**config.mk**
```make
export PLATFORM = sky130hd
export DESIGN_NAME = demux_top
export DESIGN_NICKNAME = d
export VERILOG_FILES = /design/src/demux_pkg.sv /design/src/demux_aw_ctrl.sv /design/src/demux_b_arb.sv /design/src/demux_id_table.sv /design/src/demux_top.sv /design/src/demux_w_route_fifo.sv
export SDC_FILE = /design/constraint.sdc
export NUM_CORES = 1
export LEC_CHECK = 0
export BUFFER_PORTS_ARGS = -buffer_cell sky130_fd_sc_hd__clkbuf_2
export CORE_UTILIZATION = 45
export DETAILED_ROUTE_END_ITERATION = 16
export GPL_ROUTABILITY_DRIVEN = 0
export PLACE_DENSITY = 0.82
export SLEW_MARGIN = 20
export SYNTH_ARGS = -nofsm -noshare
export SYNTH_HDL_FRONTEND = slang
export SYNTH_HIERARCHICAL = 1
export SYNTH_SLANG_ARGS = --single-unit
export TNS_END_PERCENT = 50
```
**constraint.sdc**
```tcl
create_clock -name clk_i -period 5.2 [get_ports clk_i]
set_clock_uncertainty 0.2 [all_clocks]
set_input_delay 0.26 -clock clk_i [delete_from_list [all_inputs] [get_ports clk_i]]
set_output_delay 0.26 -clock clk_i [all_outputs]
set_load 0.05 [all_outputs]
```
**src/demux_pkg.sv**
```systemverilog
/*
  shared sizes, channel structs and types of the write demux
  NUM_PORTS must fit in SEL_W bits and MAX_TRANS must be a power of two
  only the LOOK_BITS low bits of an ID are tracked for ordering
  CNT_W must be able to hold MAX_TRANS
*/
package demux_pkg;

  // ----------------------------------------
  // sizes
  // ----------------------------------------
  // master ports and the select that picks one
  localparam int unsigned NUM_PORTS = 3;
  localparam int unsigned SEL_W     = 2;

  // axi id and the low bits used for ordering
  localparam int unsigned ID_W      = 4;
  localparam int unsigned LOOK_BITS = 2;
  localparam int unsigned NUM_IDS   = 2 ** LOOK_BITS;

  // open writes per id, also the depth of the W route FIFO
  localparam int unsigned MAX_TRANS = 4;
  localparam int unsigned CNT_W     = 3;
  localparam int unsigned PTR_W     = $clog2(MAX_TRANS);

  // payload widths
  localparam int unsigned ADDR_W    = 16;
  localparam int unsigned DATA_W    = 16;
  // burst length is beats minus one
  localparam int unsigned LEN_W     = 4;
  localparam int unsigned RESP_W    = 2;

  // ----------------------------------------
  // types
  // ----------------------------------------
  typedef logic [SEL_W-1:0]     sel_t;
  typedef logic [LOOK_BITS-1:0] look_id_t;

  // write address channel, 24 bits
  typedef struct packed {
    logic [ID_W-1:0]   id;
    logic [ADDR_W-1:0] addr;
    logic [LEN_W-1:0]  len;
  } aw_chan_t;

  // write data channel, 17 bits
  typedef struct packed {
    logic [DATA_W-1:0] data;
    logic              last;
  } w_chan_t;

  // write response channel, 6 bits
  typedef struct packed {
    logic [ID_W-1:0]   id;
    logic [RESP_W-1:0] resp;
  } b_chan_t;

  // AW control: idle means free to check, locked means valid is held
  typedef enum logic {
    AW_IDLE   = 1'b0,
    AW_LOCKED = 1'b1
  } aw_state_e;

endpackage

```
**src/demux_aw_ctrl.sv**
```systemverilog
/*
  AW admission with per-ID ordering and W steering by the route FIFO
  slv_aw_sel_i must be below NUM_PORTS and stable while AW valid is high
  once offered, the master AW valid is held until its ready
*/
`timescale 1ns/1ps

module demux_aw_ctrl
  import demux_pkg::*;
(
  input  logic                      clk_i,
  input  logic                      rst_i,
  // slave AW
  input  aw_chan_t                  slv_aw_i,
  input  sel_t                      slv_aw_sel_i,
  input  logic                      slv_aw_valid_i,
  output logic                      slv_aw_ready_o,
  // slave W
  input  w_chan_t                   slv_w_i,
  input  logic                      slv_w_valid_i,
  output logic                      slv_w_ready_o,
  // master AW
  output aw_chan_t [NUM_PORTS-1:0]  mst_aw_o,
  output logic     [NUM_PORTS-1:0]  mst_aw_valid_o,
  input  logic     [NUM_PORTS-1:0]  mst_aw_ready_i,
  // master W
  output w_chan_t  [NUM_PORTS-1:0]  mst_w_o,
  output logic     [NUM_PORTS-1:0]  mst_w_valid_o,
  input  logic     [NUM_PORTS-1:0]  mst_w_ready_i,
  // id table
  input  logic                      id_occupied_i,
  input  logic                      id_full_i,
  input  sel_t                      id_lookup_sel_i,
  // route FIFO
  input  logic                      fifo_full_i,
  input  logic                      fifo_empty_i,
  input  sel_t                      fifo_sel_i,
  // push into table and FIFO, pop of the FIFO
  output logic                      push_o,
  output logic                      fifo_pop_o
);

  aw_state_e state_q;
  aw_state_e state_d;

  logic admit;
  logic aw_valid;
  logic aw_ready;

  // room in both stores and no open write of this id at another port
  assign admit = !id_full_i && !fifo_full_i &&
                 (!id_occupied_i || (id_lookup_sel_i == slv_aw_sel_i));

  // ----------------------------------------
  // AW state machine
  // ----------------------------------------
  always_comb begin
    state_d        = state_q;
    aw_valid       = 1'b0;
    push_o         = 1'b0;
    slv_aw_ready_o = 1'b0;
    case (state_q)
      AW_IDLE: begin
        if (slv_aw_valid_i && admit) begin
          aw_valid = 1'b1;
          // push once, whether or not the master takes it now
          push_o   = 1'b1;
          if (aw_ready) begin
            slv_aw_ready_o = 1'b1;
          end else begin
            state_d = AW_LOCKED;
          end
        end
      end
      AW_LOCKED: begin
        // decision already pushed, only wait for the handshake
        aw_valid = 1'b1;
        if (aw_ready) begin
          slv_aw_ready_o = 1'b1;
          state_d        = AW_IDLE;
        end
      end
      default: state_d = AW_IDLE;
    endcase
  end

  always_ff @(posedge clk_i) begin
    if (rst_i) begin
      state_q <= AW_IDLE;
    end else begin
      state_q <= state_d;
    end
  end

  // ----------------------------------------
  // master port steering
  // ----------------------------------------
  always_comb begin
    aw_ready      = 1'b0;
    slv_w_ready_o = 1'b0;
    fifo_pop_o    = 1'b0;
    for (int unsigned i = 0; i < NUM_PORTS; i++) begin
      // AW goes only to the selected port
      mst_aw_o[i]       = slv_aw_i;
      mst_aw_valid_o[i] = 1'b0;
      if (aw_valid && (slv_aw_sel_i == sel_t'(i))) begin
        mst_aw_valid_o[i] = 1'b1;
        aw_ready          = mst_aw_ready_i[i];
      end
      // W follows the FIFO head, blocked while it is empty
      mst_w_o[i]       = slv_w_i;
      mst_w_valid_o[i] = 1'b0;
      if (!fifo_empty_i && (fifo_sel_i == sel_t'(i))) begin
        mst_w_valid_o[i] = slv_w_valid_i;
        slv_w_ready_o    = mst_w_ready_i[i];
        // burst done, next head steers the following beats
        fifo_pop_o       = slv_w_valid_i && mst_w_ready_i[i] && slv_w_i.last;
      end
    end
  end

  // offered AW holds valid and payload until the master takes it
  for (genvar i = 0; i < NUM_PORTS; i++) begin : gen_aw_hold
    assert property (@(posedge clk_i) disable iff (rst_i)
      (mst_aw_valid_o[i] && !mst_aw_ready_i[i]) |=>
      (mst_aw_valid_o[i] && $stable(mst_aw_o[i])))
      else $error("aw valid dropped or changed on port %0d, aw %h", i, mst_aw_o[i]);
  end

endmodule

```
**src/demux_b_arb.sv**
```systemverilog
/*
  round-robin merge of the master B channels onto the slave port
  a grant stalled by slv_b_ready_i is locked until it transfers
  masters must hold B valid until ready
*/
`timescale 1ns/1ps

module demux_b_arb
  import demux_pkg::*;
(
  input  logic                     clk_i,
  input  logic                     rst_i,
  // master side requesters
  input  b_chan_t [NUM_PORTS-1:0]  mst_b_i,
  input  logic    [NUM_PORTS-1:0]  mst_b_valid_i,
  output logic    [NUM_PORTS-1:0]  mst_b_ready_o,
  // merged slave B
  output b_chan_t                  slv_b_o,
  output logic                     slv_b_valid_o,
  input  logic                     slv_b_ready_i
);

  // priority start, or the locked winner while lock_q is set
  sel_t rr_q;
  logic lock_q;

  sel_t gnt_idx;
  sel_t rr_next;
  logic found;
  logic gnt_valid;

  // ----------------------------------------
  // grant search
  // ----------------------------------------
  always_comb begin : arb_search
    int unsigned idx;
    idx     = 0;
    gnt_idx = rr_q;
    found   = 1'b0;
    // first valid port at or after the pointer
    if (!lock_q) begin
      for (int unsigned k = 0; k < NUM_PORTS; k++) begin
        idx = (rr_q + k) % NUM_PORTS;
        if (!found && mst_b_valid_i[idx]) begin
          found   = 1'b1;
          gnt_idx = sel_t'(idx);
        end
      end
    end
  end

  assign gnt_valid = lock_q ? mst_b_valid_i[rr_q] : found;

  // pointer moves one past the winner
  assign rr_next = (gnt_idx == sel_t'(NUM_PORTS - 1)) ? '0 : gnt_idx + sel_t'(1);

  assign slv_b_o       = mst_b_i[gnt_idx];
  assign slv_b_valid_o = gnt_valid;

  always_comb begin
    for (int unsigned i = 0; i < NUM_PORTS; i++) begin
      mst_b_ready_o[i] = gnt_valid && slv_b_ready_i && (gnt_idx == sel_t'(i));
    end
  end

  // ----------------------------------------
  // pointer and lock
  // ----------------------------------------
  always_ff @(posedge clk_i) begin
    if (rst_i) begin
      rr_q   <= '0;
      lock_q <= 1'b0;
    end else if (gnt_valid && slv_b_ready_i) begin
      rr_q   <= rr_next;
      lock_q <= 1'b0;
    end else if (gnt_valid) begin
      // stalled, keep this winner
      rr_q   <= gnt_idx;
      lock_q <= 1'b1;
    end
  end

  // a locked master must still be offering its response
  assert property (@(posedge clk_i) disable iff (rst_i) lock_q |-> mst_b_valid_i[rr_q])
    else $error("b valid withdrawn on locked port %h", rr_q);

endmodule

```
**src/demux_id_table.sv**
```systemverilog
/*
  per-ID count of open writes plus the port the ID went to
  push and pop of the same ID in one cycle leave the count unchanged
  full_o rises as soon as any counter holds MAX_TRANS
*/
`timescale 1ns/1ps

module demux_id_table
  import demux_pkg::*;
(
  input  logic     clk_i,
  input  logic     rst_i,
  // lookup of the AW waiting at the slave port
  input  look_id_t lookup_id_i,
  output sel_t     lookup_sel_o,
  output logic     occupied_o,
  output logic     full_o,
  // push on AW admission
  input  logic     push_i,
  input  look_id_t push_id_i,
  input  sel_t     push_sel_i,
  // pop on B leaving the slave port
  input  logic     pop_i,
  input  look_id_t pop_id_i
);

  // open write count per tracked id
  logic [NUM_IDS-1:0][CNT_W-1:0] cnt_q;
  // port of the writes that are open, only valid while count is nonzero
  sel_t [NUM_IDS-1:0]            sel_q;

  logic [NUM_IDS-1:0] push_en;
  logic [NUM_IDS-1:0] pop_en;
  logic [NUM_IDS-1:0] cnt_full;

  // one-hot enables from the ids
  assign push_en = push_i ? (NUM_IDS'(1) << push_id_i) : '0;
  assign pop_en  = pop_i  ? (NUM_IDS'(1) << pop_id_i)  : '0;

  // ----------------------------------------
  // lookup and flags
  // ----------------------------------------
  assign lookup_sel_o = sel_q[lookup_id_i];
  assign occupied_o   = (cnt_q[lookup_id_i] != '0);

  always_comb begin
    for (int unsigned i = 0; i < NUM_IDS; i++) begin
      cnt_full[i] = (cnt_q[i] == CNT_W'(MAX_TRANS));
    end
  end

  assign full_o = |cnt_full;

  // ----------------------------------------
  // counters
  // ----------------------------------------
  always_ff @(posedge clk_i) begin
    if (rst_i) begin
      cnt_q <= '0;
    end else begin
      for (int unsigned i = 0; i < NUM_IDS; i++) begin
        // push alone counts up, pop alone counts down
        if (push_en[i] && !pop_en[i]) begin
          cnt_q[i] <= cnt_q[i] + CNT_W'(1);
        end else if (pop_en[i] && !push_en[i]) begin
          cnt_q[i] <= cnt_q[i] - CNT_W'(1);
        end
      end
    end
  end

  // select store, a later push with the same id carries the same port
  always_ff @(posedge clk_i) begin
    for (int unsigned i = 0; i < NUM_IDS; i++) begin
      if (push_en[i]) begin
        sel_q[i] <= push_sel_i;
      end
    end
  end

  // a B at the slave port must belong to a write that was pushed before
  assert property (@(posedge clk_i) disable iff (rst_i)
    pop_i |-> (cnt_q[pop_id_i] != '0))
    else $error("id table pop on empty id %h", pop_id_i);

endmodule

```
**src/demux_top.sv**
```systemverilog
/*
  write-path demux, one slave port to NUM_PORTS master ports
  AW and W are combinational paths, W waits one cycle after its AW
  B responses keep per-ID order through the ID table
*/
`timescale 1ns/1ps

module demux_top
  import demux_pkg::*;
(
  input  logic                      clk_i,
  input  logic                      rst_i,
  // slave port
  input  aw_chan_t                  slv_aw_i,
  input  sel_t                      slv_aw_sel_i,
  input  logic                      slv_aw_valid_i,
  output logic                      slv_aw_ready_o,
  input  w_chan_t                   slv_w_i,
  input  logic                      slv_w_valid_i,
  output logic                      slv_w_ready_o,
  output b_chan_t                   slv_b_o,
  output logic                      slv_b_valid_o,
  input  logic                      slv_b_ready_i,
  // master ports
  output aw_chan_t [NUM_PORTS-1:0]  mst_aw_o,
  output logic     [NUM_PORTS-1:0]  mst_aw_valid_o,
  input  logic     [NUM_PORTS-1:0]  mst_aw_ready_i,
  output w_chan_t  [NUM_PORTS-1:0]  mst_w_o,
  output logic     [NUM_PORTS-1:0]  mst_w_valid_o,
  input  logic     [NUM_PORTS-1:0]  mst_w_ready_i,
  input  b_chan_t  [NUM_PORTS-1:0]  mst_b_i,
  input  logic     [NUM_PORTS-1:0]  mst_b_valid_i,
  output logic     [NUM_PORTS-1:0]  mst_b_ready_o
);

  // id table
  logic id_occupied;
  logic id_full;
  sel_t id_lookup_sel;
  // route FIFO
  logic fifo_full;
  logic fifo_empty;
  sel_t fifo_sel;
  logic fifo_pop;
  // AW admission push
  logic aw_push;

  demux_aw_ctrl u_aw_ctrl (
    .clk_i           (clk_i),
    .rst_i           (rst_i),
    .slv_aw_i        (slv_aw_i),
    .slv_aw_sel_i    (slv_aw_sel_i),
    .slv_aw_valid_i  (slv_aw_valid_i),
    .slv_aw_ready_o  (slv_aw_ready_o),
    .slv_w_i         (slv_w_i),
    .slv_w_valid_i   (slv_w_valid_i),
    .slv_w_ready_o   (slv_w_ready_o),
    .mst_aw_o        (mst_aw_o),
    .mst_aw_valid_o  (mst_aw_valid_o),
    .mst_aw_ready_i  (mst_aw_ready_i),
    .mst_w_o         (mst_w_o),
    .mst_w_valid_o   (mst_w_valid_o),
    .mst_w_ready_i   (mst_w_ready_i),
    .id_occupied_i   (id_occupied),
    .id_full_i       (id_full),
    .id_lookup_sel_i (id_lookup_sel),
    .fifo_full_i     (fifo_full),
    .fifo_empty_i    (fifo_empty),
    .fifo_sel_i      (fifo_sel),
    .push_o          (aw_push),
    .fifo_pop_o      (fifo_pop)
  );

  // popped when a B leaves the slave port
  demux_id_table u_id_table (
    .clk_i        (clk_i),
    .rst_i        (rst_i),
    .lookup_id_i  (slv_aw_i.id[LOOK_BITS-1:0]),
    .lookup_sel_o (id_lookup_sel),
    .occupied_o   (id_occupied),
    .full_o       (id_full),
    .push_i       (aw_push),
    .push_id_i    (slv_aw_i.id[LOOK_BITS-1:0]),
    .push_sel_i   (slv_aw_sel_i),
    .pop_i        (slv_b_valid_o & slv_b_ready_i),
    .pop_id_i     (slv_b_o.id[LOOK_BITS-1:0])
  );

  demux_w_route_fifo u_w_route_fifo (
    .clk_i   (clk_i),
    .rst_i   (rst_i),
    .push_i  (aw_push),
    .sel_i   (slv_aw_sel_i),
    .pop_i   (fifo_pop),
    .sel_o   (fifo_sel),
    .empty_o (fifo_empty),
    .full_o  (fifo_full)
  );

  demux_b_arb u_b_arb (
    .clk_i         (clk_i),
    .rst_i         (rst_i),
    .mst_b_i       (mst_b_i),
    .mst_b_valid_i (mst_b_valid_i),
    .mst_b_ready_o (mst_b_ready_o),
    .slv_b_o       (slv_b_o),
    .slv_b_valid_o (slv_b_valid_o),
    .slv_b_ready_i (slv_b_ready_i)
  );

endmodule

```
**src/demux_w_route_fifo.sv**
```systemverilog
/*
  FIFO of port selects that steers W bursts in AW order
  not fall-through, a pushed select is visible on sel_o one cycle later
  depth is MAX_TRANS and must be a power of two
*/
`timescale 1ns/1ps

module demux_w_route_fifo
  import demux_pkg::*;
(
  input  logic clk_i,
  input  logic rst_i,
  // write side, from AW admission
  input  logic push_i,
  input  sel_t sel_i,
  // read side, popped on the last W beat
  input  logic pop_i,
  output sel_t sel_o,
  output logic empty_o,
  output logic full_o
);

  // storage
  sel_t [MAX_TRANS-1:0] mem_q;

  // pointers wrap on their own since depth is a power of two
  logic [PTR_W-1:0] wr_ptr_q;
  logic [PTR_W-1:0] rd_ptr_q;
  // fill level, one bit wider to tell full from empty
  logic [PTR_W:0]   usage_q;

  logic do_push;
  logic do_pop;

  assign empty_o = (usage_q == '0);
  assign full_o  = (usage_q == (PTR_W + 1)'(MAX_TRANS));
  assign sel_o   = mem_q[rd_ptr_q];

  assign do_push = push_i && !full_o;
  assign do_pop  = pop_i && !empty_o;

  // ----------------------------------------
  // pointers and fill level
  // ----------------------------------------
  always_ff @(posedge clk_i) begin
    if (rst_i) begin
      wr_ptr_q <= '0;
      rd_ptr_q <= '0;
      usage_q  <= '0;
    end else begin
      if (do_push) begin
        wr_ptr_q <= wr_ptr_q + PTR_W'(1);
      end
      if (do_pop) begin
        rd_ptr_q <= rd_ptr_q + PTR_W'(1);
      end
      // simultaneous push and pop keep the level
      if (do_push && !do_pop) begin
        usage_q <= usage_q + (PTR_W + 1)'(1);
      end else if (do_pop && !do_push) begin
        usage_q <= usage_q - (PTR_W + 1)'(1);
      end
    end
  end

  // data written at the write pointer
  always_ff @(posedge clk_i) begin
    if (do_push) begin
      mem_q[wr_ptr_q] <= sel_i;
    end
  end

  // AW admission checks full, W steering checks empty
  assert property (@(posedge clk_i) disable iff (rst_i) !(push_i && full_o))
    else $error("w route fifo push while full, sel %h", sel_i);

  assert property (@(posedge clk_i) disable iff (rst_i) !(pop_i && empty_o))
    else $error("w route fifo pop while empty");

endmodule

```
# Yosys cells after proc, flatten, opt, wreduce, memory -nomap -nowiden
# Cells that the tools add are included.
[classes] addsub=15 mul=0 div=3 order_cmp=9 n_eq_ne=12 shift=2 muxes=68 bitwise=2 n_reduce_logical=64
[ops] cell="32-bit by 3-bit < comparator with 1-bit output (second input constant)" count=3
[ops] cell="32-bit by 2-bit modulo with 32-bit output (second input constant)" count=2
[ops] cell="1-bit logical AND" count=34
[ops] cell="3-bit 2-to-1 mux" count=11
[ops] cell="2-bit by 2-bit modulo with 32-bit output (second input constant)" count=1
[ops] cell="1-bit 2-to-1 mux" count=31
[ops] cell="2-bit 2-to-1 mux" count=10
[ops] cell="1-bit logical NOT" count=16
[ops] cell="3-bit by 1-bit adder with 3-bit output (second input constant)" count=5
[ops] cell="3-bit equality test (second input constant)" count=5
[ops] cell="2-bit by 3-bit < comparator with 1-bit output (second input constant)" count=5
[ops] cell="3-bit by 1-bit subtractor with 3-bit output (second input constant)" count=5
[ops] cell="6-bit binary-select mux with 2-bit select" count=1
[ops] cell="2-bit nonzero test" count=6
[ops] cell="1-bit binary-select mux with 2-bit select" count=4
[ops] cell="2-bit binary-select mux with 2-bit select" count=2
[ops] cell="8-bit bitwise mux" count=1
[ops] cell="4-bit 2-to-1 mux" count=2
[ops] cell="1-bit by 2-bit left shift with 4-bit output (first input constant)" count=2
[ops] cell="2-bit by 1-bit adder with 2-bit output (second input constant)" count=3
[ops] cell="3-bit binary-select mux with 2-bit select" count=1
[ops] cell="2-bit by 1-bit equality test with 1-bit output (second input constant)" count=3
[ops] cell="2-bit equality test (second input constant)" count=3
[ops] cell="2-bit logical NOT" count=3
[ops] cell="14 further kinds" count=16
[word_totals] ff_bits=39 latch_bits=0 ramBits=0 rom_bits=0 inputBits=75 elab_cells=193 memories=0

# Depth between registers and ports, before layout
# Gate-level depths: netlist of run 1.
[depth] word_depth=20 depth_mapped=17 depth_no_buf=15

# Cells and area by module
# The synthesis of run 1 kept the hierarchy.
[modules_own_cells] module="demux_aw_ctrl" instances=1 cells_each=150 area_per_inst_um2=1124.8 seq_area_each_um2=20.0
[modules_own_cells] module="demux_id_table" instances=1 cells_each=89 area_per_inst_um2=1024.7 seq_area_each_um2=480.5
[modules_own_cells] module="demux_b_arb" instances=1 cells_each=117 area_per_inst_um2=932.1 seq_area_each_um2=60.1
[modules_own_cells] module="demux_w_route_fifo" instances=1 cells_each=54 area_per_inst_um2=714.4 seq_area_each_um2=380.4
[modules_own_cells] module="demux_top" instances=1 cells_each=1 area_per_inst_um2=6.3 seq_area_each_um2=0.0

# Least setup slack after synthesis of run 1
# Ideal clock, no wire load.
[synth_timing] kind="register to output" startpoint="register u_b_arb.rr_q[0]" endpoint="output port mst_b_ready_o[1]" arrival_time_ns=4.297 required_ns=4.740 path_slack_ns=0.443 stages_incl_launch_ff=10 cell_sequence="dfxtp_1 > clkbuf_8 > inv_1 > ha_1 > nand3b_1 > o21a_4 > nor4b_2 > a31oi_1 > nand2_1 > nor4_1"
[synth_via] elab_chain_cells=15 word_cells_on_any_way=30
[synth_lines] element="start, declared" line_no="demux_b_arb.sv:24" text="sel_t rr_q;"
[synth_lines] element="start signal, assigned" line_no="demux_b_arb.sv:74" text="rr_q <= rr_next;"
[synth_lines] element="start signal, assigned" line_no="demux_b_arb.sv:78" text="rr_q <= gnt_idx;"
[synth_lines] element="parallel branches: the longest is 12 deep, another holds 32-bit by 2-bit modulo with 32-bit output"
[synth_lines] element="1-bit 2-to-1 mux (*)" line_no="demux_b_arb.sv:52" text="assign gnt_valid = lock_q ? mst_b_valid_i[rr_q] : found;"
[synth_lines] element="net slv_b_valid_o" line_no="demux_top.sv:22" text="output logic slv_b_valid_o,"
[synth_lines] element="1-bit logical AND (*) (2 in a row)" line_no="demux_b_arb.sv:62" text="mst_b_ready_o[i] = gnt_valid && slv_b_ready_i && (gnt_idx == sel_t'(i));"
[synth_lines] element="end, declared" line_no="demux_top.sv:33" text="output logic [NUM_PORTS-1:0] mst_b_ready_o"
# Mark *: on every way through the listed nets, which the timed path passes. The select of a mux whose other input is x is not followed.

# Final worst setup path of run 1
[layout_timing] startpoint="register u_b_arb.rr_q[0]" endpoint="register u_id_table/cnt_q[8] (netlist name)"
[layout_via] elab_chain_cells=20 word_cells_on_any_way=37
[layout_lines] element="parallel branches: the longest is 16 deep, another holds 32-bit by 2-bit modulo with 32-bit output"
[layout_lines] element="4-bit 2-to-1 mux (*)" line_no="demux_id_table.sv:38" text="assign pop_en = pop_i ? (NUM_IDS'(1) << pop_id_i) : '0;"
[layout_lines] element="1-bit logical NOT" line_no="demux_id_table.sv:63" text="if (push_en[i] && !pop_en[i]) begin"
[layout_lines] element="1-bit logical AND" line_no="demux_id_table.sv:63"
[layout_lines] element="3-bit 2-to-1 mux / 2-bit nonzero test (equally long branches)"
[layout_lines] element="end signal, assigned by index" line_no="demux_id_table.sv:64" text="cnt_q[i] <= cnt_q[i] + CNT_W'(1);"
[layout_lines] element="end signal, assigned by index" line_no="demux_id_table.sv:66" text="cnt_q[i] <= cnt_q[i] - CNT_W'(1);"
[layout_lines] element="end, declared" line_no="demux_id_table.sv:28" text="logic [NUM_IDS-1:0][CNT_W-1:0] cnt_q;"
# Every way passes the cells marked *. The select of a mux whose other input is x is not followed.
# A chain may end at the register's enable or synchronous reset.

==> summary.txt, run 1 <==
Filler Cells Inserted: 806
Setup TNS: 0 ps
Fin crit share: 92.5%
Max-Cap Viols: 0
Largest net degree at the start of global routing: 25
Syn Area/Cell: 9.25 um^2
Post-Syn Nets: 504
Data arrival, critical path: 4820 ps
CTS tree: yes
Via count: 2500
Worst hold slack: 63.7 ps
Maximum vdd drop: 618 uV
Post-synthesis sequential area ratio: 24.7%
Initial core utilization: 46.3%
F_max: 0.208 GHz
Placed cell count: 448
IO Pins: 216
Die area: 8820 um^2
Drt pass-1 iters: 4
Status: completed
TritonCTS Sinks: 39
Final Max Tran Viols: 0
PD cells: 607 nW/um^2
Final setup fails: 0
Antenna Cells: 0
Gr usage total: 15.8%
Predominant post-synthesis flop cell: dfxtp_1
Post-cts sizing count: 0
Async SR Flop Fraction: 0%
Final Critical Period: 4810 ps
Critical Path RT: 5210 ps
Static Leak: 1.37 nW
Grt total ovfl: 0
Most common cell in the synthesized netlist: buf_4
Slew @ Worst Pin: 698 ps
1st-iter DRT viols: 87
Routed WL per cell: 14.5 um
Std-Cell Rows: 33
Switching Fraction: 52.2%
Worst skew pair latency: 290 ps
Synthesis-to-layout area growth: -11.8%
H-tree depth: 2
Critical path startpoint category: flip-flop
Clock share of power: 9.9%
RSZ-0062 raised after global routing: no
Total internal power: 0.972 mW
Finished Layout Cells: 456
Core Area: 8220 um^2
Synth area leader: buf_4
CTS Root Cell: clkbuf_8
Synth Instances: 411
#FFs+latches synth: 39
I/O Buffers: 63
Maximum clock path buffer count: 2
Hold Crit Class: in -> reg
Yosys cell types: 66
Sequential power share: 24.2%
Synthesized area: 3800 um^2
Post-CTS Hold Buffers: 0
Routed WL: 6620 um
Rel. slew slack: 53.4%
Postcts setup bufs: 0
Crit. End Element: flip-flop
Via-per-instance ratio: 5.48
Layout Nets: 443
Comb pwr share: 65.9%
Switching power total: 1.06 mW
Clock transition at the registers of the reported paths: 80 ps
Ys Warns: 6
Layout cell share with drive strength beyond 1: 26.5%
Hpwl dp: 5100 um
First-pass GRT wire length: 11100 um
Area contributors post-synth: buf_4 24%, edfxtp_1 13%, dfxtp_1 12%
Remaining DRCs: 0
Commonest cells post-synth: 123 x buf_4, 23 x dfxtp_1, 22 x nor2_1
Post-route ant nets: 0
Die X-Extent: 93.9 um
Vias in the first global route: 2394
Antenna violations before repair: 0
Number of flops mapped to enable cells by yosys: 16
Post-synth top area share: 24.3%
CP Max Fanout: 14
CTS Buf Count: 5
Final Hold Fails: 0
Die Span Y: 93.9 um
WS Path Type: reg -> reg
## state kept, by name (all words and copies together), names as in the netlist
name,count
u_id_table/cnt_q,12
u_b_arb/lock_q,1
u_w_route_fifo/usage_q,3
u_w_route_fifo/mem_q,8
u_w_route_fifo/wr_ptr_q,2
u_aw_ctrl/state_q,1
u_id_table/sel_q,8
u_b_arb/rr_q,2
u_w_route_fifo/rd_ptr_q,2
## power by group through the flow
stage / registers, mW / logic, mW / clock network [mW]
after floorplan: 0.460 / 1.36 / 0
after global placement: 0.493 / 1.29 / 0
after detailed placement: 0.498 / 1.33 / 0
after CTS: 0.492 / 1.34 / 0.206
after global routing: 0.508 / 1.46 / 0.219
final: 0.492 / 1.34 / 0.201
## final cells by class
| cell class | count | area, um^2 | share of cell area [%] |
|---|---|---|---|
| clock buffers | 6 | 72.6 | 2.16 |
| clock inverters | 2 | 12.5 | 0.373 |
| inverters | 17 | 63.8 | 1.90 |
| multi-input cells | 222 | 1800 | 53.7 |
| flip-flops and latches | 39 | 941 | 28.1 |
| well taps | 105 | 131 | 3.92 |
| repair buffers | 65 | 330 | 9.85 |
## cell families after synthesis
logic type,Yosys count,synth area share [%]
AO/OA/AOI/OAI,66,14.2
XOR/XNOR,14,3.22
adder cells (fa/ha/maj),18,6.91
buffers and inverters,150,27.9
flip-flops,39,24.7
multiplexers,16,5.76
AND/OR/NAND/NOR,108,17.2
## path summary, 6_finish.rpt
path / startpoint / end / slack [ps] / cells after the start
max: u_b_arb/rr_q[0] / u_id_table/cnt_q[8] / 390 / 15
min: slv_b_ready_i / u_b_arb/lock_q / 60 / 2
max reg2reg: u_b_arb/rr_q[0] / u_id_table/cnt_q[8] / 390 / 15
min reg2reg: u_id_table/cnt_q[5] / u_id_table/cnt_q[5] / 320 / 2
## worst max-delay path, stage by stage, from the launching register on
cell and delay (ps):
dfxtp_1 600, inv_1 170, ha_1 500, nand3b_1 170, o21a_4 170, a211o_1 430, a221o_1 450, a211oi_4 390
a22o_1 280, nand3b_1 130, ha_1 180, inv_1 60, fa_1 380, xor2_1 160, or3_1 310, a21oi_1 160
## per-layer routing
metal / track usage [%] / vias to the layer above / routed length, um
li1: - / 1217 / -
met1: 19.1 / 1158 / 2860
met2: 26.8 / 118 / 3160
met3: 5.42 / 7 / 557
met4: 3.97 / 0 / 44
met5: 0 / - / 0
## cells in the final DEF (no fill, tap or decap), types with 3 or more instances in the layout
cell	instances
clkbuf_2	63
or3_1	7
nand2_1	8
nand4_1	6
nor4_1	4
dfxtp_1	23
inv_1	16
nor3_1	4
a2111o_1	6
a21oi_1	7
nand3_1	15
nor2_1	22
xor2_1	12
a22o_1	6
a31oi_1	7
and2_1	5
nor4b_1	3
nor3b_1	4
edfxtp_1	16
clkbuf_8	5
o21ai_0	16
fa_1	5
ha_1	13
a211oi_1	4
nand2b_1	5
mux2i_1	11
nand3b_1	8
## stage by stage
stage / setup WS, ps / util, % / power (mW) / area (um^2)
finish: 389 / 40.8 / 2.03 / 3350
global route: 78.6 / 40.8 / 2.19 / 3350
CTS: 408 / 40.8 / 2.04 / 3350
detailed placement: 418 / 39.8 / 1.83 / 3270
global placement: 690 / 39.8 / 1.78 / 3270
floorplan: 443 / - / 1.82 / 3800
No activity file was read; power rests on OpenSTA's default activity.
==> inputs of run 2 (changes only) <==
==> constraint.sdc (replaced) <==
create_clock -name clk_i -period 5.2 [get_ports clk_i]
set_clock_uncertainty 0.2 [all_clocks]
set_input_delay 1.56 -clock clk_i [delete_from_list [all_inputs] [get_ports clk_i]]
set_output_delay 1.56 -clock clk_i [all_outputs]
set_load 0.05 [all_outputs]
==> summary.txt, run 2 (synthesis gave the netlist of run 1 again) <==
Status: finished, violations left (was completed)
Violated checks: negative setup slack
Critical path endpoint: slv_b_o[4] (was u_id_table/cnt_q[8])
Initial core utilization: 46.3% (unchanged)
Critical Path RT: 3440 ps (was 5210 ps)
Drt pass-1 iters: 4 (unchanged)
Final Critical Period: 5260 ps (was 4810 ps)
Die Span Y: 93.9 um (unchanged)
Setup TNS: -330 ps (was 0 ps)
Most common cell after layout, fill and taps aside: clkbuf_2 (unchanged)
PD cells: 638 nW/um^2 (was 607 nW/um^2)
I/O Buffers: 63 (unchanged)
Max reg flops: 12 (unchanged)
Final setup fails: 7 (was 0)
Hold Crit Class: reg -> reg (was in -> reg)
Clock transition at the registers of the reported paths: 70 ps (was 80 ps)
Vias in the first global route: 2655 (was 2394)
Die X-Extent: 93.9 um (unchanged)
Final Cell Area: 3840 um^2 (was 3350 um^2)
Placed cell area: 3520 um^2 (was 3270 um^2)
Max-Cap Viols: 0 (unchanged)
Final Hold Fails: 0 (unchanged)
Grt total ovfl: 0 (unchanged)
Reg2reg setup slack: 270 ps (was 390 ps)
Largest net degree at the start of global routing: 25 (unchanged)
CP Max Fanout: 6 (was 14)
Hpwl dp: 5370 um (was 5100 um)
Antenna violations before repair: 0 (unchanged)
F_max: 0.190 GHz (was 0.208 GHz)
Crit. End Element: output port (was flip-flop)
Largest Register: u_id_table/cnt_q (unchanged)
Via-per-instance ratio: 5.53 (was 5.48)
Routed WL: 7300 um (was 6620 um)
WS Path Type: in -> out (was reg -> reg)
CP startpoint: mst_b_valid_i[1] (was u_b_arb/rr_q[0])
1st-iter DRT viols: 65 (was 87)
Slack of the critical path: -63.5 ps (was 389 ps)
Layout Nets: 479 (was 443)
H-tree depth: 2 (unchanged)
Core Area: 8220 um^2 (unchanged)
Maximum vdd drop: 643 uV (was 618 uV)
RSZ-0062 raised after global routing: yes (was no)
Worst skew pair latency: 290 ps (about the same)
Final Max Tran Viols: 0 (unchanged)
RR Startpoint: u_b_arb/rr_q[0] (unchanged)
CTS Buf Count: 5 (unchanged)
Post-route ant nets: 0 (unchanged)
Worst hold slack: 319 ps (was 63.7 ps)
First-pass GRT wire length: 11600 um (was 11100 um)
Hold path cells: 2 (unchanged)
IO Pins: 216 (unchanged)
Rel. slew slack: 46.8% (was 53.4%)
Overall Power: 2.45 mW (was 2.03 mW)
Layout cell share with drive strength beyond 1: 35.7% (was 26.5%)
Synthesis-to-layout area growth: 1.02% (was -11.8%)
CTS tree: yes (unchanged)
Post-CTS Hold Buffers: 0 (unchanged)
Std-Cell Rows: 33 (unchanged)
Die area: 8820 um^2 (unchanged)
Remaining DRCs: 0 (unchanged)
Via count: 2720 (was 2500)
Routed WL per cell: 14.8 um (was 14.5 um)
Static Leak: 1.61 nW (was 1.37 nW)
Fin crit share: 101% (was 92.5%)
TritonCTS Sinks: 39 (unchanged)
Critical path startpoint category: primary input (was flip-flop)
Maximum clock path buffer count: 2 (unchanged)
CTS Root Cell: clkbuf_8 (unchanged)
Gr usage total: 16.6% (was 15.8%)
Most frequent cells in the layout: 49 x clkbuf_2, 35 x buf_4, 23 x dfxtp_1 (was 63 x clkbuf_2, 23 x dfxtp_1, 22 x nor2_1)
Reg2Reg Depth: 20 (was 15)
Biggest regs: u_id_table/cnt_q: 12 flops, u_id_table/sel_q: 8 flops, u_w_route_fifo/mem_q: 8 flops (unchanged)
Slew @ Worst Pin: 796 ps (was 698 ps)
Antenna Cells: 0 (unchanged)
Data arrival, critical path: 3500 ps (was 4820 ps)
Critical R2R Capture: u_id_table/cnt_q[2] (was u_id_table/cnt_q[8])
-- run 2: what timing repair did --
item / in CTS / in global routing
resized for setup: 20 / 23
pin swaps: 7 / 9
setup endpoints to repair: 9 / 12
cloned: 0 / 0
buffers inserted: 7 / 7
-- run 2: critical path, stage by stage --
cell and delay (ps):
buf_8 100, and3b_1 170, o21bai_4 180, buf_6 130, nand3b_1 190, a311oi_4 490
buf_12 160, a211oi_4 50, a22o_1 310, buf_8 160
-- run 2: area by class of cell --
| cell class | instances | area (um^2) |
|---|---|---|
| clock inverter | 2 | 8.76 |
| tap | 105 | 131 |
| fill | 739 | 4380 |
| clock buffer | 6 | 72.6 |
| timing repair buffer | 101 | 743 |
| inverter | 17 | 63.8 |
| multi-input combinational | 222 | 1880 |
| sequential | 39 | 941 |
-- run 2: report_power, final --
group	switching (mW)	internal, mW
clock network	0.0971	0.0921
logic	0.975	0.796
registers	0.0922	0.396
-- run 2: how the worst min path moves through the flow --
stage	start	slack (ps)	endpoint
4_1_cts	u_id_table/cnt_q[8]	320	u_id_table/cnt_q[8]
2_1_floorplan	u_id_table/cnt_q[11]	260	u_id_table/cnt_q[11]
5_1_grt	u_id_table/cnt_q[5]	350	u_id_table/cnt_q[5]
3_3_place_gp	u_id_table/cnt_q[8]	280	u_id_table/cnt_q[8]
6_report	u_w_route_fifo/wr_ptr_q[1]	320	u_w_route_fifo/wr_ptr_q[1]
3_5_place_dp	u_id_table/cnt_q[8]	310	u_id_table/cnt_q[8]
-- run 2: routing by layer --
metal	GRT usage, %	up-vias	wire length [um]
met5	0	-	0
met4	4.23	0	91
met2	29.4	140	3630
met1	18.1	1273	3040
met3	6.80	17	547
li1	-	1290	-
-- run 2: metrics by stage --
| step | setup WS, ps | utilization, % | instances |
|---|---|---|---|
| floorplan | -677 | - | 411 |
| global placement | -113 | 42.8 | 471 |
| detailed placement | -194 | 42.8 | 471 |
| CTS | -48.3 | 45.6 | 486 |
| global route | -110 | 46.7 | 492 |
| finish | -63.5 | 46.7 | 492 |
